--- src/hw/arduboy_pkg.sv ---
/*
 * shared widths, rom geometry, audio constants and state enums
 * for the arduboy console shell; imported by the shell modules
 */

`default_nettype none

package arduboy_pkg;

  ////////////////////////////////////////////////////////////////////
  // bridge and program memory

  // one bridge address or data beat
  typedef logic [31:0] bridge_word_t;

  // core program word, big-endian pair of bytes
  typedef logic [15:0] rom_word_t;

  localparam int ROM_ADDR_W = 14;
  typedef logic [ROM_ADDR_W-1:0] rom_addr_t;

  // bridge byte window mapped onto the rom, 16k words
  localparam bridge_word_t ROM_WINDOW_BYTES = 32'd32768;

  ////////////////////////////////////////////////////////////////////
  // video, buttons and audio

  typedef logic [23:0] rgb_t;
  localparam rgb_t RGB_WHITE = 24'hffffff;

  // right, left, down, up, a, b
  localparam int BUTTON_COUNT = 6;

  // 12.288 MHz mclk from 74.25 MHz, two toggles per period
  localparam logic [21:0] MCLK_STEP    = 22'd245760;
  localparam logic [21:0] MCLK_MODULUS = 22'd742500;

  localparam int SAMPLE_W    = 32;
  localparam int ACTIVE_BITS = 16;

  typedef enum logic {load_idle, load_low_half} loader_state_e;
  typedef enum logic {chan_left, chan_right} i2s_channel_e;

endpackage

`default_nettype wire
--- src/hw/rom_loader.sv ---
/*
 * turns 32-bit bridge writes in the rom window into two 16-bit word
 * writes, upper half first; host spaces writes two or more cycles apart
 */

`default_nettype none

module rom_loader (
  input  wire                       clk_74a,
  input  wire                       rst,
  input  wire arduboy_pkg::bridge_word_t bridge_addr,
  input  wire                       bridge_wr,
  input  wire arduboy_pkg::bridge_word_t bridge_wr_data,
  output logic                      rom_wr_en,
  output arduboy_pkg::rom_addr_t    rom_wr_addr,
  output arduboy_pkg::rom_word_t    rom_wr_data
);

  import arduboy_pkg::*;

  loader_state_e state;

  // lower half waits here for the second cycle
  rom_word_t low_data;
  rom_addr_t low_addr;

  // byte window decode
  logic in_window;
  assign in_window = bridge_addr < ROM_WINDOW_BYTES;

  ////////////////////////////////////////////////////////////////////
  // control

  always_ff @(posedge clk_74a)
  begin
    if (rst)
    begin
      state     <= load_idle;
      rom_wr_en <= 1'b0;
    end
    else
    begin
      rom_wr_en <= 1'b0;
      case (state)
        load_idle:
        begin
          if (bridge_wr && in_window)
          begin
            rom_wr_en <= 1'b1;
            state     <= load_low_half;
          end
        end
        load_low_half:
        begin
          // strobes landing here are lost
          rom_wr_en <= 1'b1;
          state     <= load_idle;
        end
        default:
        begin
          state <= load_idle;
        end
      endcase
    end
  end

  ////////////////////////////////////////////////////////////////////
  // address and data

  always_ff @(posedge clk_74a)
  begin
    if (state == load_idle)
    begin
      // byte address over two gives the word, big-endian upper half
      rom_wr_addr <= bridge_addr[ROM_ADDR_W:1];
      rom_wr_data <= bridge_wr_data[31:16];
      low_addr    <= bridge_addr[ROM_ADDR_W:1] + 1'b1;
      low_data    <= bridge_wr_data[15:0];
    end
    else
    begin
      rom_wr_addr <= low_addr;
      rom_wr_data <= low_data;
    end
  end

endmodule

`default_nettype wire

--- config.mk ---
export PLATFORM = sky130hd
export DESIGN_NAME = rom_loader
export DESIGN_NICKNAME = d
export VERILOG_FILES = /design/src/hw/arduboy_pkg.sv /design/src/hw/rom_loader.sv
export SDC_FILE = /design/constraint.sdc
export NUM_CORES = 1
export LEC_CHECK = 0
export ABC_AREA = 1
export ABC_CLOCK_PERIOD_IN_PS = 1600
export BUFFER_PORTS_ARGS = -buffer_cell sky130_fd_sc_hd__buf_2
export CAP_MARGIN = 0
export CORE_MARGIN = 4
export CORE_UTILIZATION = 25
export DETAILED_ROUTE_END_ITERATION = 10
export PLACE_DENSITY_LB_ADDON = 0.25
export SLEW_MARGIN = 20
export SYNTH_ARGS = -nofsm -noshare
export SYNTH_HDL_FRONTEND = slang
export SYNTH_SLANG_ARGS = --single-unit
--- constraint.sdc ---
create_clock -name clk_74a -period 1.6 [get_ports clk_74a]
set_clock_uncertainty 0.1 [all_clocks]
set_input_delay 0.16 -clock clk_74a [delete_from_list [all_inputs] [get_ports clk_74a]]
set_output_delay 0.16 -clock clk_74a [all_outputs]
set_load 0.01 [all_outputs]
==> flow_metrics.tcl <==
set metrics [dict create \
    status "finished clean" \
    fin_crit_ns 1.519 \
    route.top_layer_used "met4" \
    crit_required_ns 1.59 \
    htreeDepth 3 \
    fin_setup_tns_ns 0 \
    grt_max_degree 30 \
    drv_slew 0 \
    netlist_area_mm2 0.002285 \
    routed_wl_um 5331 \
    min_to "low_addr[13]$_DFFE_PN_" \
    die_h_um 103.6 \
    drv_cap 0 \
    critPathMaxStageDelay_ns 0.53 \
    drt_first_pass_iters 4 \
    via_per_inst 3.994 \
    final_common_cell "buf_2" \
    crit_path_start_kind "input port" \
    reg2reg_depth 3 \
    syn_inst 225 \
    layout_common_cells "buf_2, nand2_1, dlygate4sd3_1" \
    powerDensity_mw_per_mm2 1042 \
    layout_setup_ws_ns 0.08124 \
    fin_nets 435 \
    crit_type "in -> reg" \
    drc 0 \
    min_from "bridge_addr[14]" \
    initial_core_util_pct 25.94 \
    ir_drop_mv 0.4064 \
    worstPathMaxFanout 5 \
    cp-end-kind "flop" \
    gp_congestion 0.7230 \
    setup_violations 0 \
    worst_hold_path_type "in -> reg" \
    r2r-end "state$_SDFF_PP0_" \
    tightest_slew_ns 0.3034 \
    dpl_worst_slack_ns 0.2532 \
    initialDrtViolationCount 62 \
    cts_tree "built" \
    die_w_um 103.6 \
    cts_buffers 9 \
    cp_slowest_cell "dlygate4sd3_1" \
    ant_nets 0 \
    io_pins 98 \
    rsz0062_at_grt "no" \
    ys_types 22 \
    antenna_found_initial 0 \
    cp.arrival_ns 1.51 \
    area_growth_pct 53.78 \
    grt_overflow 0 \
    leakagePower_nw 1.640 \
    grt_usage_pct 10.72 \
    synth_nets 293 \
    clk_pin_slew_ns 0.06 \
    wire_per_inst_um 11.11 \
    synth-seq-area-share_pct 67.47 \
    dp_hpwl_um 3667 \
    dr_wl_met2_um 2483 \
    fp.dieArea_mm2 0.01073 \
    ys_seq_elements 62 \
    finalHoldViolations 0 \
    drive_above_1_share_pct 34.14 \
    fillerInstances 895 \
    r2r-start "state$_SDFF_PP0_" \
    fp-row-count 34 \
    cts.sinks 62 \
    worst_hold_path.num_cells 3 \
    io_buffers 96 \
    crit_path_cell_trace "dlygate4sd3_1 > buf_2 > ha_1 > inv_1 > nor2_4 > nand2_2 > o21ai_1 > nand2_1" \
    first_global_vias 1950 \
    post_cts_buffers 0 \
    fmax_mhz 658.4 \
    post-route-period-util_pct 94.92 \
    finalPower_mw 3.661 \
    clockRootBuffer "clkbuf_8" \
    dr_wl_met3_um 472 \
    drt-met1-wl_um 2307 \
    ctsLongestPathBuffers 2 \
    diodes 0 \
    reg2reg_slack_ns 0.44 \
    core_area_mm2 0.008806 \
    synth_area_per_cell_um2 10.15 \
    grt_first_pass_wirelength_um 9149 \
    max_slew_margin_pct 79.77 \
    yosys_warnings 0 \
    via_count 1917 \
    clock_latency_ns 0.33 \
]
==> cells by family (layout without fill, tap and decap cells) <==
kind of cell    count (synthesis)  in the layout  share of synthesized area (%)
compound gates                 13             13                          2.847
buf+inv                        21            168                          3.614
fa+ha+maj                       1              1                         0.5476
xor+xnor                        9              9                          3.450
simple gates                  119            119                          22.07
flops                          62             62                          67.47
==> state kept, by name, indices dropped and copies added (netlist names) <==
register	count
rom_wr_en	1
low_data	16
state	1
rom_wr_data	16
rom_wr_addr	14
low_addr	14
==> synth_stat cells <==
cell type   n  share of area [%]
nand2_1    87                 14
dfxtp_1    32                 28
edfxtp_1   30                 39
nor2_1     13                2.1
inv_1      12                2.0
o21ai_0    11                2.4
xor2_1      9                3.5
nand3_1     5                1.1
clkbuf_1    4               0.66
buf_2       3               0.66
nor2_2      3               0.82
or2_2       3               0.82
inv_2       2               0.33
nand4_1     2               0.55
nor3_1      2               0.44
a21oi_1     1               0.22
ha_1        1               0.55
nand2_2     1               0.27
nor2_4      1               0.49
nor3_2      1               0.44
nor3_4      1               0.71
o21ai_1     1               0.22
==> area by class of cell <==
type                            count  area (um^2)  area share [%]
Sequential cell                    62         1541           43.87
Timing Repair Buffer              138        890.9           25.36
Multi-Input combinational cell    142        660.6           18.80
Clock buffer                       12        165.2           4.701
Tap cell                          108        135.1           3.846
Clock inverter                      4        67.56           1.923
Inverter                           14        52.55           1.496
==> metal layers <==
metal | global-route usage [%] | vias to the layer above
li1 | - | 1002
met1 | 12.35 | 833
met2 | 17.15 | 72
met3 | 5.597 | 10
met4 | 3.704 | 0
met5 | 0 | -
==> what timing repair did <==
action	4_1_cts	5_1_grt
hold buffers	38	0
endpoints found under the setup margin	0	1
resized for setup	0	0
endpoints found under the hold margin	40	0
==> through the flow <==
step           instances  area [um^2]  hold slack (ns)  utilization, %
6_report             480         3513          0.02356           39.90
5_1_grt              480         3513         0.003551           39.90
2_1_floorplan        225         2285           0.1291               -
3_3_place_gp         426         2900           0.2293           32.94
3_5_place_dp         426         2900           0.2378           32.94
4_1_cts              480         3513        0.0003161           39.90
==> power by group <==
| group | internal, mW | leakage, nW | total, mW | switching, mW |
|---|---|---|---|---|
| combinational | 0.175 | 0.935 | 0.306 | 0.131 |
| clock | 0.995 | 0.118 | 1.59 | 0.594 |
| sequential | 1.75 | 0.587 | 1.77 | 0.0190 |
==> worst max-delay path: cells and delay by family <==
kind | cells | cell delay (ns)
compound gates | 1 | 0.13
simple gates | 3 | 0.31
fa+ha+maj | 1 | 0.18
buf+inv | 3 | 0.72
==> worst max-delay path by stage <==
stage | from | endpoint | slack, ns | cells past startpoint
floorplan | state$_SDFF_PP0_ | low_addr[0]$_DFFE_PN_ | 0.16 | 3
global placement | bridge_addr[1] | low_addr[10]$_DFFE_PN_ | 0.27 | 7
detailed placement | bridge_addr[1] | low_addr[10]$_DFFE_PN_ | 0.25 | 7
CTS | bridge_addr[1] | low_addr[10]$_DFFE_PN_ | 0.07 | 8
global route | bridge_addr[1] | low_addr[10]$_DFFE_PN_ | 0.003 | 8
finish | bridge_addr[1] | low_addr[10]$_DFFE_PN_ | 0.08 | 8
(Power assumes the default switching activity.)
