==> src/hw/arduboy_pkg.sv <==
/*
 * shared widths, rom geometry, audio constants and state enums
 * for the arduboy console shell; imported by the shell modules
 */

`default_nettype none

package arduboy_pkg;

  ////////////////////////////////////////////////////////////////////
  // bridge and program memory

  // one bridge address or data beat
  typedef logic [31:0] bridge_word_t;

  // core program word, big-endian pair of bytes
  typedef logic [15:0] rom_word_t;

  localparam int ROM_ADDR_W = 14;
  typedef logic [ROM_ADDR_W-1:0] rom_addr_t;

  // bridge byte window mapped onto the rom, 16k words
  localparam bridge_word_t ROM_WINDOW_BYTES = 32'd32768;

  ////////////////////////////////////////////////////////////////////
  // video, buttons and audio

  typedef logic [23:0] rgb_t;
  localparam rgb_t RGB_WHITE = 24'hffffff;

  // right, left, down, up, a, b
  localparam int BUTTON_COUNT = 6;

  // 12.288 MHz mclk from 74.25 MHz, two toggles per period
  localparam logic [21:0] MCLK_STEP    = 22'd245760;
  localparam logic [21:0] MCLK_MODULUS = 22'd742500;

  localparam int SAMPLE_W    = 32;
  localparam int ACTIVE_BITS = 16;

  typedef enum logic {load_idle, load_low_half} loader_state_e;
  typedef enum logic {chan_left, chan_right} i2s_channel_e;

endpackage

`default_nettype wire
==> src/hw/i2s_serializer.sv <==
/*
 * mixes the two buzzer levels and shifts i2s frames out, 32-bit slots
 * with 16 active bits msb first; bit clock is mclk over four
 */

`default_nettype none

module i2s_serializer (
  input  wire  clk_74a,
  input  wire  rst,
  input  wire  mclk_rise,
  input  wire  buzzer1,
  input  wire  buzzer2,
  output logic audio_dac,
  output logic audio_lrck
);

  import arduboy_pkg::*;

  localparam int CNT_W = $clog2(SAMPLE_W);
  localparam logic [CNT_W-1:0] SLOT_LAST = CNT_W'(SAMPLE_W - 1);

  logic [1:0]             bclk_div;
  logic                   bclk_fall;
  logic [CNT_W-1:0]       slot_cnt;
  i2s_channel_e           channel;
  logic [SAMPLE_W-1:0]    mix;
  logic [ACTIVE_BITS-1:0] sample_hi;
  logic [SAMPLE_W-1:0]    shifter;

  // top bit clear for sign, next bit clear for the carry of the add
  assign mix = {2'b00, {(SAMPLE_W-2){buzzer1}}} + {2'b00, {(SAMPLE_W-2){buzzer2}}};

  ////////////////////////////////////////////////////////////////////
  // bit clock, bclk_div[1] toggles every second mclk rise

  always_ff @(posedge clk_74a)
  begin
    if (rst)
    begin
      bclk_div <= '0;
    end
    else if (mclk_rise)
    begin
      bclk_div <= bclk_div + 1'b1;
    end
  end

  // falling bit clock edge
  assign bclk_fall = mclk_rise && (bclk_div == 2'b11);

  ////////////////////////////////////////////////////////////////////
  // slot counter and shifter

  always_ff @(posedge clk_74a)
  begin
    if (rst)
    begin
      slot_cnt  <= '0;
      channel   <= chan_left;
      sample_hi <= '0;
      shifter   <= '0;
      audio_dac <= 1'b0;
    end
    else if (bclk_fall)
    begin
      audio_dac <= shifter[SAMPLE_W-1];
      slot_cnt  <= slot_cnt + 1'b1;
      if (slot_cnt == SLOT_LAST)
      begin
        channel <= (channel == chan_left) ? chan_right : chan_left;
        if (channel == chan_right)
        begin
          // new frame, capture buzzers now
          sample_hi <= mix[SAMPLE_W-1 -: ACTIVE_BITS];
          shifter   <= {mix[SAMPLE_W-1 -: ACTIVE_BITS], {(SAMPLE_W-ACTIVE_BITS){1'b0}}};
        end
        else
        begin
          // right slot repeats the frame's sample
          shifter <= {sample_hi, {(SAMPLE_W-ACTIVE_BITS){1'b0}}};
        end
      end
      else if (slot_cnt < CNT_W'(ACTIVE_BITS))
      begin
        // zeros fill in behind, rest of slot is silent
        shifter <= {shifter[SAMPLE_W-2:0], 1'b0};
      end
    end
  end

  assign audio_lrck = (channel == chan_right);

endmodule

`default_nettype wire

==> config.mk <==
export PLATFORM = sky130hd
export DESIGN_NAME = i2s_serializer
export DESIGN_NICKNAME = d
export VERILOG_FILES = /design/src/hw/arduboy_pkg.sv /design/src/hw/i2s_serializer.sv
export SDC_FILE = /design/constraint.sdc
export NUM_CORES = 1
export LEC_CHECK = 0
export BUFFER_PORTS_ARGS = -buffer_cell sky130_fd_sc_hd__buf_2
export CORE_MARGIN = 2
export CORE_UTILIZATION = 50
export DETAILED_ROUTE_END_ITERATION = 10
export MAX_ROUTING_LAYER = met4
export PLACE_DENSITY = 0.74
export SYNTH_ARGS = -nofsm -noshare
export SYNTH_HDL_FRONTEND = slang
export SYNTH_SLANG_ARGS = --single-unit
==> constraint.sdc <==
create_clock -name clk_74a -period 5 [get_ports clk_74a]
set_input_delay 1 -clock clk_74a [delete_from_list [all_inputs] [get_ports clk_74a]]
set_output_delay 1 -clock clk_74a [all_outputs]
set_load 0.01 [all_outputs]
==> flow_summary.toml, run 1 <==
[sta]
finalCritPeriodShare_pct = 44.1
worst_pin_slew_ns = 0.899
fin_skew_ns = 0.00184
fin_setup_tns_ns = 0
rsz0062_at_grt = "false"
setup_viol = 0
hold_viol = 0
fin_ws_ns = 2.80
finalMaxSlewViolations = 0
max_freq_mhz = 454
period_needed_ns = 2.20
max_slew_margin_pct = 40.1

[die]
die_y_um = 53.5
initial_utilization_pct = 54.3
fp.dieW_um = 53.5
coreArea_mm2 = 0.00225
num_rows = 17
die-area_mm2 = 0.00286
io_pins = 7

[place]
io_buffers = 6
placed_cell_area_mm2 = 0.00120
dpl_worst_slack_ns = 2.52
dp_hpwl_um = 1330
place.gp.congestion = 0.728

[clock_network]
h-tree-depth = 1
cts.clk_slew.worst_paths_ns = 0.14
cts_resized = 0
cts_made_buffers = 3
root_buffer = "clkbuf_4"
clock_path_buffers = 2
post_cts_buffers = 0
clkLatencyLatePin_ns = 0.32
cts_tree = "built"
postCtsHoldBufs = 0
clock-sinks = 27

[pwr]
clockPowerShare_pct = 28.1
power_frac_comb_pct = 5.4
seqPwrFrac_pct = 66.5
p_int_mw = 0.257
vdd_ir_drop_max_mv = 0.139
p_leak_nw = 0.398
switchingPower_mw = 0.0757
power_density_mw_per_mm2 = 271
switching_share_pct = 22.7

[hold_path]
holdCritPathClass = "flip-flop to flip-flop"

[synth]
yosys.area.top_type_share_pct = 44.1
synth_common_cells = "dfxtp_1, nor2_1, nand2b_1"
avgSynthCellArea_um2 = 9.42
synth_top_cell_by_area = "dfxtp_1"
synth_most_common_cell = "dfxtp_1"
synth-main-ff-cell = "dfxtp_1"
synth_edf_count = 0
yosysWarnings = 0
synth.cell_area_mm2 = 0.00122
synth_seq_cells = 27
yosysSeqAreaShare_pct = 44.1
syn_inst = 130
yosysUniqueCellTypes = 29
async_flop_share_pct = 0
synthesis.nets = 139
synthTopCellsByArea = "dfxtp_1, a311oi_1, nand2b_1"

[flow_run]
max_cap_viol_count = 0

[routing]
detail-route-antenna-nets = 0
wl_um = 2000
dr.pass1.iters = 4
drt_drc_violations_left = 0
vias = 902
avgViaCountPerCell = 5.75
drt-wirelength-per-cell_um = 12.7
first_iter_violations = 18

[global_route]
overflow = 0
grt_pass1_wl_um = 3590
grt_pass1_vias = 844
grt_max_degree = 29
grt_antenna_before_repair = 0
grt_use_total_pct = 17.7

[cells_and_area]
nets = 139
nFillCells = 218
multi_input_area_um2 = 592
seq_area_um2 = 541
drive_above_1_share_pct = 9.30
final_cell_area_mm2 = 0.00123
area_delta_synth_final_pct = 0.205
insertedDiodeCount = 0

[critical_path]
arrival_ns = 2.44
cp_max_fo = 19
start_kind = "flip-flop"
critical_path_class = "flip-flop to flip-flop"
required_ns = 5.24
worstSetupEndpointType = "flip-flop"

[outcome]
status = "completed"
## power by group through the flow
stage / Clock (mW) / Combinational (mW) / Sequential [mW]
5_1_grt: 0.105 / 0.0214 / 0.222
3_3_place_gp: 0 / 0.0174 / 0.226
6_report: 0.0934 / 0.0181 / 0.221
4_1_cts: 0.0969 / 0.0183 / 0.222
3_5_place_dp: 0 / 0.0182 / 0.226
2_1_floorplan: 0 / 0.0162 / 0.226
## critical path: stages (launching register included)
cell	delay, ns
dfxtp_1	0.40
ha_1	0.19
nand3_1	0.13
inv_1	0.08
ha_1	0.49
o21ai_1	0.14
a21o_1	0.36
a311oi_1	0.33
## logic make-up after synthesis
group	Yosys count	share of synthesized area, %
AOI/OAI and AO/OA	27	17.9
xor gates and xnor gates	4	2.86
adders and majority gates	4	4.09
buffers and inverters	12	7.56
DFF	27	44.1
muxes	1	0.817
and+or+nand+nor	55	22.7
## placed cells by master (no fill, tap or decap)
cell type	instances
o21ai_0	1
or3_1	1
a21oi_1	7
nand3_1	8
a21o_1	1
a211oi_1	1
and4_1	1
dfxtp_1	27
o21ai_1	1
nor2_1	21
ha_1	4
a311oi_1	11
mux2i_1	1
inv_1	1
o31ai_1	1
xor2_1	3
and3b_1	1
clkbuf_4	3
nand2_1	5
nand2b_1	15
xnor2_1	1
a311oi_2	3
clkbuf_1	1
nand3b_1	3
a311o_1	1
buf_2	6
## stage by stage
stage / instances / hold WS, ns / total power [mW] / utilization (%)
3_5_place_dp: 153 / 0.447 / 0.244 / 53.3
4_1_cts: 157 / 0.466 / 0.337 / 54.4
6_report: 157 / 0.462 / 0.333 / 54.4
2_1_floorplan: 130 / 0.432 / 0.242 / -
5_1_grt: 157 / 0.485 / 0.349 / 54.4
3_3_place_gp: 153 / 0.445 / 0.243 / 53.3
## path summary, 6_finish.rpt
kind | from | cells after the start | slack, ns | to
worst min-delay path | audio_dac$_SDFFE_PP0P_ | 2 | 0.46 | audio_dac$_SDFFE_PP0P_
worst max-delay path | slot_cnt[0]$_SDFFE_PP0P_ | 7 | 2.80 | shifter[26]$_SDFFE_PP0P_
worst max register to register | slot_cnt[0]$_SDFFE_PP0P_ | 7 | 2.80 | shifter[26]$_SDFFE_PP0P_
worst min register to register | audio_dac$_SDFFE_PP0P_ | 2 | 0.46 | audio_dac$_SDFFE_PP0P_
## cell type report
| type | count | area share, % |
|---|---|---|
| clock buffer | 4 | 2.14 |
| inverter | 1 | 0.306 |
| multi-input combinational | 91 | 48.2 |
| sequential | 27 | 44.0 |
| tap | 28 | 2.85 |
| timing repair buffer | 6 | 2.45 |
## sequential cells by signal, indices dropped and copies added, names as in the netlist
signal / flops
sample_hi: 2
shifter: 16
audio_lrck: 1
audio_dac: 1
slot_cnt: 5
bclk_div: 2
## layer usage
layer / track usage [%] / vias to the layer above / wire, um
met2: 28.2 / 21 / 925
met5: - / - / 0
li1: - / 459 / -
met4: 8.97 / 0 / 34
met1: 21.1 / 418 / 962
met3: 3.39 / 4 / 80
Note: power is estimated with default switching activity, not from simulation.
==> inputs of run 2 (changes only) <==
clock period = 2.3 ns   (was 5 ns; I/O delays follow)
==> run 2 against run 1 <==
Against the previous run: sequential share of layout area down 0.58 points; power is 120% higher; largest cell class unchanged; die area did not move; largest power group unchanged; cell count rose by 1.3%.
==> flow_summary.toml, run 2 (synthesis gave the netlist of run 1 again) <==
[sta]
max_freq_mhz = 557
setup_viol = 0
finalCritPeriodShare_pct = 78.1
fin_setup_tns_ns = 0
holdWs_ns = 0.414
finalMaxSlewViolations = 0
hold_viol = 0
fin_ws_ns = 0.504
worst_pin_slew_ns = 0.524
period_needed_ns = 1.80
rsz0062_at_grt = "false"
fin_skew_ns = 0.0130
max_slew_margin_pct = 65.1

[cells_and_area]
final_cell_area_mm2 = 0.00124
mostFrequentLayoutCell = "dfxtp_1"
top_register = "shifter"
nFillCells = 218
insertedDiodeCount = 0
nets = 141
multi_input_area_um2 = 592
largest_reg_flops = 16
area_delta_synth_final_pct = 1.53
seq_area_um2 = 541
mostFrequentLayoutCells = "dfxtp_1, nor2_1, nand2b_1"
drive_above_1_share_pct = 11.5
top_regs = "shifter x16, slot_cnt x5"

[clock_network]
cts_tree = "built"
clock-sinks = 27
root_buffer = "clkbuf_4"
postCtsHoldBufs = 0
cts.clk_slew.worst_paths_ns = 0.15
h-tree-depth = 1
clock_path_buffers = 2
cts_made_buffers = 3
clkLatencyLatePin_ns = 0.32
post_cts_buffers = 0
cts_resized = 0

[routing]
dr.pass1.iters = 4
detail-route-antenna-nets = 0
first_iter_violations = 13
drt-wirelength-per-cell_um = 12.8
vias = 886
wl_um = 2040
avgViaCountPerCell = 5.57
drt_drc_violations_left = 0

[critical_path]
critPathSlowestCell = "dfxtp_1"
cp_max_fo = 14
reg2reg_to = "shifter[27]$_SDFFE_PP0P_"
path_common_cell = "ha_1"
crit_family = "compound AO/OA/AOI/OAI gates"
r2r_cells = 7
required_ns = 2.52
path_cells = "ha_1 > nand3_1 > inv_1 > ha_1 > o21ai_1 > a21o_1 > a311oi_1"
start_kind = "flip-flop"
worstSetupEndpointType = "flip-flop"
critical_path_class = "flip-flop to flip-flop"
arrival_ns = 2.02
worst-path-buf-inv = 1
slowest_delay_ns = 0.39
rr_startpoint = "slot_cnt[0]$_SDFFE_PP0P_"
reg2reg_slack_ns = 0.50

[global_route]
grt_antenna_before_repair = 0
overflow = 0
grt_use_total_pct = 16.9
grt_max_degree = 29
grt_pass1_vias = 816
grt_pass1_wl_um = 3420

[place]
place.gp.congestion = 0.675
dpl_worst_slack_ns = 0.564
io_buffers = 6
placed_cell_area_mm2 = 0.00122
dp_hpwl_um = 1340

[die]
coreArea_mm2 = 0.00225
fp.dieW_um = 53.5
num_rows = 17
die-area_mm2 = 0.00286
die_y_um = 53.5
initial_utilization_pct = 54.3
io_pins = 7

[pwr]
vdd_ir_drop_max_mv = 0.296
power_density_mw_per_mm2 = 582
p_leak_nw = 0.412
power_mw = 0.723

[flow_run]
max_cap_viol_count = 0

[hold_path]
whs_path_depth = 3
hold_start = "buzzer2"
holdCritPathClass = "input port to flip-flop"
min_to = "sample_hi[14]$_SDFFE_PP0P_"

[outcome]
status = "completed"
==> run 2: per-stage QoR <==
step           utilization [%]  cells
2_1_floorplan                -    130
3_3_place_gp              53.9    155
3_5_place_dp              53.9    155
4_1_cts                   55.2    159
5_1_grt                   55.2    159
6_report                  55.2    159
==> run 2: area by class of cell <==
class	instances	area share, %
inverters	1	0.302
flip-flops and latches	27	43.5
well taps	28	2.82
clock buffers	3	1.81
clock inverters	1	0.402
repair buffers	8	3.62
multi-input cells	91	47.6
==> run 2: how the worst max path moves through the flow <==
stage	from	endpoint	slack, ns	cells after the start
2_1_floorplan	slot_cnt[0]$_SDFFE_PP0P_	shifter[24]$_SDFFE_PP0P_	0.67	9
3_3_place_gp	slot_cnt[0]$_SDFFE_PP0P_	shifter[22]$_SDFFE_PP0P_	0.65	7
3_5_place_dp	slot_cnt[0]$_SDFFE_PP0P_	shifter[27]$_SDFFE_PP0P_	0.56	7
4_1_cts	slot_cnt[0]$_SDFFE_PP0P_	shifter[17]$_SDFFE_PP0P_	0.52	7
5_1_grt	slot_cnt[0]$_SDFFE_PP0P_	shifter[29]$_SDFFE_PP0P_	0.36	7
6_report	slot_cnt[0]$_SDFFE_PP0P_	shifter[27]$_SDFFE_PP0P_	0.50	7
==> run 2: power breakdown <==
part / switching, mW / total [mW] / internal, mW
combinational: 0.0250 / 0.0402 / 0.0152
clock: 0.136 / 0.201 / 0.0650
sequential: 0.00512 / 0.482 / 0.477
==> run 2: worst register-to-register path: cells and delay by family (launching register included) <==
family	cells	cell delay, ns
AND/OR/NAND/NOR	1	0.11
AO/OA/AOI/OAI	3	0.77
flip-flops	1	0.39
buffers and inverters	1	0.08
adder cells (fa/ha/maj)	2	0.35
==> run 2: layer usage <==
layer,up-vias,share of wire (%),track usage (%)
met5,-,0,-
met4,0,1.4,7.69
met3,2,3.1,3.39
met2,14,46,25.5
met1,407,50,21.7
li1,463,-,-
