## src/hw/arduboy_pkg.sv

```systemverilog
/*
 * shared widths, rom geometry, audio constants and state enums
 * for the arduboy console shell; imported by the shell modules
 */

`default_nettype none

package arduboy_pkg;

  ////////////////////////////////////////////////////////////////////
  // bridge and program memory

  // one bridge address or data beat
  typedef logic [31:0] bridge_word_t;

  // core program word, big-endian pair of bytes
  typedef logic [15:0] rom_word_t;

  localparam int ROM_ADDR_W = 14;
  typedef logic [ROM_ADDR_W-1:0] rom_addr_t;

  // bridge byte window mapped onto the rom, 16k words
  localparam bridge_word_t ROM_WINDOW_BYTES = 32'd32768;

  ////////////////////////////////////////////////////////////////////
  // video, buttons and audio

  typedef logic [23:0] rgb_t;
  localparam rgb_t RGB_WHITE = 24'hffffff;

  // right, left, down, up, a, b
  localparam int BUTTON_COUNT = 6;

  // 12.288 MHz mclk from 74.25 MHz, two toggles per period
  localparam logic [21:0] MCLK_STEP    = 22'd245760;
  localparam logic [21:0] MCLK_MODULUS = 22'd742500;

  localparam int SAMPLE_W    = 32;
  localparam int ACTIVE_BITS = 16;

  typedef enum logic {load_idle, load_low_half} loader_state_e;
  typedef enum logic {chan_left, chan_right} i2s_channel_e;

endpackage

`default_nettype wire
```

## src/hw/display_if.sv

```systemverilog
/*
 * display timing group from the core's oled-to-vga stage
 * core side drives, the video cleanup stage receives
 */

`default_nettype none

interface display_if;

  // raw timing, not yet in the clk_74a domain
  logic hsync;
  logic vsync;
  logic hblank;
  logic vblank;
  // monochrome pixel, 1 is lit
  logic pixel;

  modport core (output hsync, output vsync, output hblank, output vblank, output pixel);

  modport video (input hsync, input vsync, input hblank, input vblank, input pixel);

endinterface

`default_nettype wire

```

## src/hw/video_cleanup.sv

```systemverilog
/*
 * brings the core's display timing into clk_74a and reshapes it for the
 * scaler: one-cycle syncs, enable from the blanks, rgb zero outside it
 */

`default_nettype none

module video_cleanup #(
  parameter int SYNC_STAGES = 3
) (
  input  wire                  clk_74a,
  input  wire                  rst,
  display_if.video             disp,
  output arduboy_pkg::rgb_t    video_rgb,
  output logic                 video_de,
  output logic                 video_hs,
  output logic                 video_vs
);

  import arduboy_pkg::*;

  // hsync, vsync, hblank, vblank, pixel
  logic [4:0] disp_raw;
  logic [4:0] sync_q [SYNC_STAGES];

  logic hs_s;
  logic vs_s;
  logic hb_s;
  logic vb_s;
  logic pix_s;
  logic hs_prev;
  logic vs_prev;
  logic de_next;

  assign disp_raw = {disp.hsync, disp.vsync, disp.hblank, disp.vblank, disp.pixel};

  ////////////////////////////////////////////////////////////////////
  // synchronizer chain, all five bits side by side

  always_ff @(posedge clk_74a)
  begin
    if (rst)
    begin
      sync_q <= '{default: '0};
    end
    else
    begin
      sync_q[0] <= disp_raw;
      for (int i = 1; i < SYNC_STAGES; i++)
      begin
        sync_q[i] <= sync_q[i-1];
      end
    end
  end

  assign {hs_s, vs_s, hb_s, vb_s, pix_s} = sync_q[SYNC_STAGES-1];

  // active area only when neither blank is set
  assign de_next = ~(hb_s | vb_s);

  ////////////////////////////////////////////////////////////////////
  // output stage

  always_ff @(posedge clk_74a)
  begin
    if (rst)
    begin
      hs_prev   <= 1'b0;
      vs_prev   <= 1'b0;
      video_hs  <= 1'b0;
      video_vs  <= 1'b0;
      video_de  <= 1'b0;
      video_rgb <= '0;
    end
    else
    begin
      hs_prev  <= hs_s;
      vs_prev  <= vs_s;
      // rising edge only, scaler wants a single clock
      video_hs <= hs_s & ~hs_prev;
      video_vs <= vs_s & ~vs_prev;
      video_de <= de_next;
      // rgb must be 0 whenever de is low
      video_rgb <= (de_next && pix_s) ? RGB_WHITE : '0;
    end
  end

endmodule

`default_nettype wire

```

## src/flat_wrapper.sv

```systemverilog
// flat-port wrapper written by rule: the top's interface ports become plain ports
module video_cleanup_flat import arduboy_pkg::*;
#(
  parameter int SYNC_STAGES = 3
)
  (clk_74a, rst, video_rgb, video_de, video_hs, video_vs, disp_hsync, disp_vsync, disp_hblank, disp_vblank, disp_pixel);
  display_if disp_i ();
  input  wire clk_74a;
  input  wire rst;
  output arduboy_pkg::rgb_t video_rgb;
  output logic video_de;
  output logic video_hs;
  output logic video_vs;
  input wire logic [$bits(disp_i.hsync)-1:0] disp_hsync;
  input wire logic [$bits(disp_i.vsync)-1:0] disp_vsync;
  input wire logic [$bits(disp_i.hblank)-1:0] disp_hblank;
  input wire logic [$bits(disp_i.vblank)-1:0] disp_vblank;
  input wire logic [$bits(disp_i.pixel)-1:0] disp_pixel;
  assign disp_i.hsync = disp_hsync;
  assign disp_i.vsync = disp_vsync;
  assign disp_i.hblank = disp_hblank;
  assign disp_i.vblank = disp_vblank;
  assign disp_i.pixel = disp_pixel;
  video_cleanup #(.SYNC_STAGES(SYNC_STAGES)) u_core (.clk_74a(clk_74a), .rst(rst), .disp(disp_i), .video_rgb(video_rgb), .video_de(video_de), .video_hs(video_hs), .video_vs(video_vs));
endmodule
```

## config.mk

```make
export PLATFORM = sky130hd
export DESIGN_NAME = video_cleanup_flat
export DESIGN_NICKNAME = d
export VERILOG_FILES = /design/src/hw/arduboy_pkg.sv /design/src/hw/display_if.sv /design/src/hw/video_cleanup.sv /design/src/flat_wrapper.sv
export SDC_FILE = /design/constraint.sdc
export NUM_CORES = 1
export LEC_CHECK = 0
export ABC_AREA = 1
export ABC_CLOCK_PERIOD_IN_PS = 3000
export BUFFER_PORTS_ARGS = -buffer_cell sky130_fd_sc_hd__buf_2
export CAP_MARGIN = 5
export CORE_ASPECT_RATIO = 1.1
export CORE_MARGIN = 2
export CORE_UTILIZATION = 45
export DETAILED_ROUTE_END_ITERATION = 7
export PLACE_DENSITY = 0.83
export SLEW_MARGIN = 20
export SYNTH_ARGS = -nofsm -noshare
export SYNTH_HDL_FRONTEND = slang
export SYNTH_SLANG_ARGS = --single-unit
```

## constraint.sdc

```tcl
create_clock -name clk_74a -period 3 [get_ports clk_74a]
set_input_delay 0.6 -clock clk_74a [delete_from_list [all_inputs] [get_ports clk_74a]]
set_output_delay 0.6 -clock clk_74a [all_outputs]
set_load 0.05 [all_outputs]
```

==> flow_summary.ini, run 1 <==
[status]
status = finished, final reports clean

[yosys]
yosysSeqAreaShare_pct = 53.8
synth_top_cell_area_share_pct = 53.8
synth.cell_area_um2 = 782
synth_common_cells = buf_4, dfxtp_1, nor2_1
synth-compound-area-share_pct = 0
synth_cells = 86
synth_area_leaders = dfxtp_1, buf_4, nor2_1, inv_1, nor3_4
synth_top_area_cell = dfxtp_1
ys_ff_latch = 21
synth-edff-count = 0
yosysWarnings = 0
synth_top_family_by_area = buffers and inverters
synthFlopType = dfxtp_1
synth_fa_ha_area_share_pct = 0
async_flop_share_pct = 0
synth_simple_gate_area_share_pct = 13.6
synthMuxAreaShare_pct = 0
ys_types = 9
synthXorXnorAreaFrac_pct = 0
mappedNetlistNets = 93
synth.most_common_cell = buf_4
syn_avg_cell_area_um2 = 9.09

[drt]
met1Wirelength_um = 313
drt-pass1-iter-count = 2
drt-wirelength-per-cell_um = 6.75
wl_met3_um = 140
drt_iter0_drc = 7
drc = 0
wl_met2_um = 318
drt_wl_total_um = 776
ant_nets = 0
routed.top_layer = met4
viasPerCell = 4.00
via_count = 460

[worst_setup_path]
worst_r2r_path_depth = 3
crit_type = reg -> out
slowest_delay_ns = 0.63
path_depth = 1
cp-end-kind = primary output
cp_max_fo = 24
cpLargestDelayFamily = flip-flops
crit_required_ns = 2.40
path_buf_inv = 1
crit_chain = buf_2
critPathArrivalTime_ns = 1.28
cpMaxStageDelayCell = dfxtp_1
cp-start-kind = flip-flop

[power_and_ir_drop]
pwr_density_cell_nw_per_um2 = 577
power_uw = 465
total_leakage_power_nw = 0.457
vdd_ir_drop_max_uv = 267

[layout]
nNetsFinal = 106
drive_gt1_share_pct = 39.8
multiInputGateArea_um2 = 106
layout.area.seq_um2 = 420
utilization_pct = 50.4
fillerInstances = 146
synthToLayoutAreaGrowth_pct = 2.88
num_antenna_cells = 0

[min_path]
min_path_cells = 1
hp-class = reg -> reg

[clock_network]
cts_buffers = 3
cts_tree = built
cts_sinks = 21
post_cts_resized = 0
path_clk_slew_ns = 0.11
cts_root_buffer = clkbuf_4
cts_hold_buffers = 0
clock_latency_ns = 0.29
h-tree-depth = 1
clockBufferDepth = 2
cts_setup_buffers = 0

[global_routing]
first_global_vias = 318
track_usage_pct = 7.84
grt_max_degree = 25
antenna_found_initial = 0
grt_pass1_wl_um = 1150
gr-total-overflow = 0

[place]
dp_slack_ns = 1.43
place.gp.congestion = 0.596
portBuffers = 33
hpwl_um = 554

[sta]
finalHoldViolCount = 0
worst_pin_slew_ns = 0.470
fin_hold_ws_ns = 0.408
layout_min_cycle_time_ns = 1.88
finalSetupTns_ns = 0
setup_violations = 0
finClkSkew_ns = 0.00119
finalCritPeriodShare_pct = 62.5
rsz0062_at_grt = no
slew_headroom_pct = 68.6
slew_violations = 0
worst_slack_ns = 1.12
max_freq_mhz = 533

[floorplanning]
fp.dieW_um = 43.7
core-area_um2 = 1600
boundaryPins = 34
start_util_pct = 49.0
rows = 15
die-area_um2 = 2090
die_y_um = 47.7

[job]
cap_violations = 0
[placed cells by master (no fill, tap or decap)]
| master | count |
|---|---|
| nand2_1 | 1 |
| buf_2 | 33 |
| nor3_2 | 1 |
| nor3_1 | 1 |
| inv_1 | 17 |
| dfxtp_1 | 21 |
| nor3_4 | 1 |
| clkinv_2 | 1 |
| clkbuf_4 | 3 |
| nor2_1 | 19 |
[final cells by class]
class                      count  share of cell area (%)
inverter                      17                    7.93
tap                           17                    2.64
sequential                    21                    52.3
clock inverter                 1                   0.622
multi-input combinational     23                    13.2
timing repair buffer          33                    20.5
clock buffer                   3                    2.80
[worst paths after layout]
path	start	to	slack, ns
max	u_core.video_rgb[22]	video_rgb[15]	1.12
min	u_core.vs_prev	u_core.video_vs	0.41
max reg2reg	u_core.sync_q[1]	u_core.video_rgb[22]	2.40
min reg2reg	u_core.vs_prev	u_core.video_vs	0.41
[metrics by stage]
step,cells,area [um^2]
after detailed placement,111,777
final,115,805
after global routing,115,805
after floorplan,86,782
after global placement,111,777
after CTS,115,805
[power breakdown]
group	total (mW)	internal (mW)	switching (mW)	leakage, nW
Clock	0.126	0.0495	0.0769	0.0177
Sequential	0.292	0.289	0.00336	0.172
Combinational	0.0460	0.0110	0.0350	0.267
[state kept, by name (all words and copies together) (netlist names)]
| signal | cells |
|---|---|
| u_core.hs_prev | 1 |
| u_core.vs_prev | 1 |
| u_core.pix_s | 1 |
| u_core.sync_q | 12 |
| u_core.hb_s | 1 |
| u_core.video_rgb | 1 |
| u_core.hs_s | 1 |
| u_core.video_vs | 1 |
| u_core.video_de | 1 |
| u_core.video_hs | 1 |
[layer usage]
layer  GRT usage [%]  vias to the layer above
li1                -                      244
met1            7.26                      180
met2            14.1                       34
met3            2.26                        2
met4            7.27                        0
met5               0                        -
[logic make-up after synthesis]
logic type,after synthesis
buffers and inverters,42
flip-flops,21
AND/OR/NAND/NOR,23
Note: power is estimated with default switching activity, not from simulation.
==> run 2, diff against run 1 <==
- ABC_CLOCK_PERIOD_IN_PS: 3000 -> 1600
- CORE_UTILIZATION: 45 -> 40
- PLACE_DENSITY: 0.83 -> 0.79
- clock period: 3 -> 1.6 ns (I/O delays scaled with it)
==> flow_summary.ini, run 2 (same netlist as run 1, synthesis figures left out) <==
[status]
status = finished, final reports clean

[sta]
layout_min_cycle_time_ns = 1.42
max_freq_mhz = 703
finalSetupTns_ns = 0
slew_headroom_pct = 75.9
rsz0062_at_grt = no
finalCritPeriodShare_pct = 88.8
finalHoldViolCount = 0
setup_violations = 0
worst_pin_slew_ns = 0.362
finClkSkew_ns = 0.00267
slew_violations = 0

[floorplanning]
start_util_pct = 43.4
boundaryPins = 34
rows = 16
core-area_um2 = 1800
fp.dieW_um = 46.2
die_y_um = 50.4
die-area_um2 = 2330

[worst_setup_path]
cp-end-kind = primary output
path_buf_inv = 1
cp-start-kind = flip-flop
critPathArrivalTime_ns = 1.10
crit_chain = buf_2
crit_required_ns = 1.28
cp_max_fo = 24
cpMaxStageDelayCell = dfxtp_2
slowest_delay_ns = 0.49
cpLargestDelayFamily = flip-flops
crit_type = reg -> out

[clock_network]
path_clk_slew_ns = 0.11
cts_hold_buffers = 0
clockBufferDepth = 2
clock_latency_ns = 0.29
post_cts_resized = 0
cts_buffers = 3
cts_sinks = 21
h-tree-depth = 1
cts_root_buffer = clkbuf_4
cts_setup_buffers = 0
cts_tree = built

[job]
cap_violations = 0

[drt]
drt-wirelength-per-cell_um = 6.97
ant_nets = 0
drt_iter0_drc = 1
drt-pass1-iter-count = 2
drt_wl_total_um = 808
viasPerCell = 3.99
via_count = 463
drc = 0

[place]
hpwl_um = 618
place.gp.congestion = 0.603
portBuffers = 33
dpl-instance-area_um2 = 779

[global_routing]
grt_pass1_wl_um = 1140
gr-total-overflow = 0
first_global_vias = 323
grt_max_degree = 25
antenna_found_initial = 0
track_usage_pct = 6.91

[layout]
num_antenna_cells = 0
synthToLayoutAreaGrowth_pct = 3.20
largest_reg_flops = 12
final_common_cell = buf_2
final_cell_mix = buf_2, dfxtp_1, nor2_1
fillerInstances = 176
nNetsFinal = 106
top_register = u_core.sync_q
drive_gt1_share_pct = 40.8
design_area_um2 = 807

[power_and_ir_drop]
pwr_density_cell_nw_per_um2 = 1080
vdd_ir_drop_max_uv = 449
total_leakage_power_nw = 0.458

[min_path]
hp-class = in -> reg
==> run 2: power by group <==
part	leakage (nW)	total [mW]	internal (mW)	switching, mW
logic	0.267	0.0860	0.0206	0.0654
clock network	0.0177	0.235	0.0928	0.142
registers	0.173	0.548	0.541	0.00645
==> run 2: layout make-up <==
cell class              count  area [um^2]  area share [%]
multi-input cells          23          106            13.2
clock inverters             1         5.00           0.620
flip-flops and latches     21          422            52.2
inverters                  17         63.8            7.91
repair buffers             33          165            20.5
clock buffers               3         22.5            2.79
well taps                  18         22.5            2.79
==> run 2: path summary, 6_finish.rpt <==
kind,from,endpoint,depth (start not counted),slack (ns)
min reg2reg,u_core.sync_q[5],u_core.pix_s,2,0.41
max,u_core.video_rgb[22],video_rgb[19],1,0.18
min,disp_pixel,u_core.sync_q[10],3,0.22
max reg2reg,u_core.sync_q[1],u_core.video_rgb[22],3,1.00
==> run 2: metal layers <==
metal | wire length, um | GRT usage, %
met1 | 300 | 5.36
met2 | 385 | 12.5
met3 | 122 | 2.52
met4 | 0 | 5.71
met5 | 0 | 0
==> run 2: per-stage QoR <==
stage | utilization [%] | std cells | worst slack [ns] | hold WS, ns | total power, mW
2_1_floorplan | - | 86 | 0.328 | 0.388 | 0.642
3_3_place_gp | 43.3 | 112 | 0.511 | 0.390 | 0.644
3_5_place_dp | 43.3 | 112 | 0.489 | 0.395 | 0.647
4_1_cts | 44.8 | 116 | 0.146 | 0.205 | 0.890
5_1_grt | 44.8 | 116 | 0.0508 | 0.192 | 0.929
6_report | 44.8 | 116 | 0.178 | 0.219 | 0.869
==> run 3, diff against run 2 <==
- CORE_UTILIZATION: 40 -> 35
- GPL_TIMING_DRIVEN: default -> 0
- HOLD_SLACK_MARGIN: default -> 0.08
- PLACE_DENSITY: 0.79 -> 0.71
==> flow_summary.ini, run 3 (same netlist as run 1, synthesis figures left out) <==
[status]
status = finished, final reports clean

[sta]
slew_violations = 0
rsz0062_at_grt = no
setup_violations = 0
layout_min_cycle_time_ns = 1.49
finClkSkew_ns = 0.00107
finalHoldViolCount = 0
finalSetupTns_ns = 0
slew_headroom_pct = 83.3
worst_pin_slew_ns = 0.253
max_freq_mhz = 670
finalCritPeriodShare_pct = 93.2

[worst_setup_path]
cp_max_fo = 24
cpMaxStageDelayCell = dfxtp_4
crit_type = reg -> out
critPathArrivalTime_ns = 1.17
slowest_delay_ns = 0.49
worst_r2r_path_depth = 3
crit_chain = buf_4 > buf_2
cp-end-kind = primary output
crit_required_ns = 1.28
cp-start-kind = flip-flop

[power_and_ir_drop]
power_uw = 894
total_leakage_power_nw = 0.591
vdd_ir_drop_max_uv = 529
pwr_density_cell_nw_per_um2 = 883

[place]
place.gp.congestion = 0.652
hpwl_um = 732
dp.cells = 147
portBuffers = 33

[job]
cap_violations = 0

[drt]
viasPerCell = 3.55
drt_iter0_drc = 4
ant_nets = 0
drt_wl_total_um = 955
drt-wirelength-per-cell_um = 6.32
drc = 0
via_count = 536
drt-pass1-iter-count = 2

[floorplanning]
fp.dieW_um = 49.1
core-area_um2 = 2060
boundaryPins = 34
die-area_um2 = 2630
rows = 17
die_y_um = 53.6
start_util_pct = 37.9

[global_routing]
track_usage_pct = 9.58
grt_max_degree = 25
antenna_found_initial = 0
gr-total-overflow = 0
grt_pass1_wl_um = 1880
first_global_vias = 458

[layout]
stdcell_count = 151
num_antenna_cells = 0
fillerInstances = 212
multiInputGateArea_um2 = 106
layout.area.seq_um2 = 424
final_cell_mix = buf_2, buf_4, dfxtp_1
top_register = u_core.sync_q
largest_reg_flops = 12
synthToLayoutAreaGrowth_pct = 29.4
final_common_cell = buf_2
drive_gt1_share_pct = 52.0
nNetsFinal = 131

[clock_network]
cts_sinks = 21
clockBufferDepth = 2
cts_tree = built
cts_setup_buffers = 0
cts_root_buffer = clkbuf_4
cts_hold_buffers = 0
path_clk_slew_ns = 0.11
post_cts_resized = 1
cts_buffers = 3
h-tree-depth = 1
clock_latency_ns = 0.29

[min_path]
hp-class = in -> reg
min_path_cells = 3
## run 3: changes by cell type in the layout (fill, tap and decap cells not counted)
cell / previous run / this run
clkinv_2: 1 / 0
clkbuf_1: 0 / 1
dfxtp_2: 1 / 0
buf_4: 0 / 24
buf_6: 0 / 1
dfxtp_4: 0 / 1
## run 3: final cells by class
cell class	instances	share of cell area (%)
tap	28	3.46
timing repair buffer	33	16.3
clock buffer	4	2.60
inverter	17	6.30
multi-input combinational	23	10.5
buffer	25	18.9
sequential	21	41.9
## run 3: final timing paths
kind	to	start	slack, ns
max reg2reg	u_core.video_rgb[22]	u_core.sync_q[1]	1.01
min	u_core.sync_q[12]	disp_hblank	0.22
min reg2reg	u_core.sync_q[7]	u_core.sync_q[12]	0.41
max	video_rgb[18]	u_core.video_rgb[22]	0.11
## run 3: per-layer routing
metal | global-route usage (%) | up-vias | share of wire (%)
li1 | - | 293 | -
met2 | 15.1 | 35 | 41
met4 | 8.57 | 0 | 2.1
met3 | 2.50 | 4 | 13
met1 | 10.9 | 204 | 44
met5 | 0 | - | 0
## run 3: metrics by stage
step                setup slack (ns)  utilization (%)  cell area (um^2)  hold WS [ns]
finish                         0.108             49.1              1010         0.215
global route                  0.0290             49.1              1010         0.214
CTS                           0.0853             49.1              1010         0.202
detailed placement             0.314             47.7               983         0.394
global placement               0.352             47.7               983         0.389
floorplan                      0.328                -               783         0.388
## run 3: power breakdown
part / total [mW] / internal, mW / switching (mW)
Combinational: 0.103 / 0.0351 / 0.0681
Sequential: 0.547 / 0.540 / 0.00704
Clock: 0.244 / 0.0970 / 0.147
Total: 0.894 / 0.672 / 0.222
## run 3: worst max-delay path: cells and delay by family, from the launching register on
family	cells	cell delay [ns]
buffers and inverters	2	0.39
DFF	1	0.49
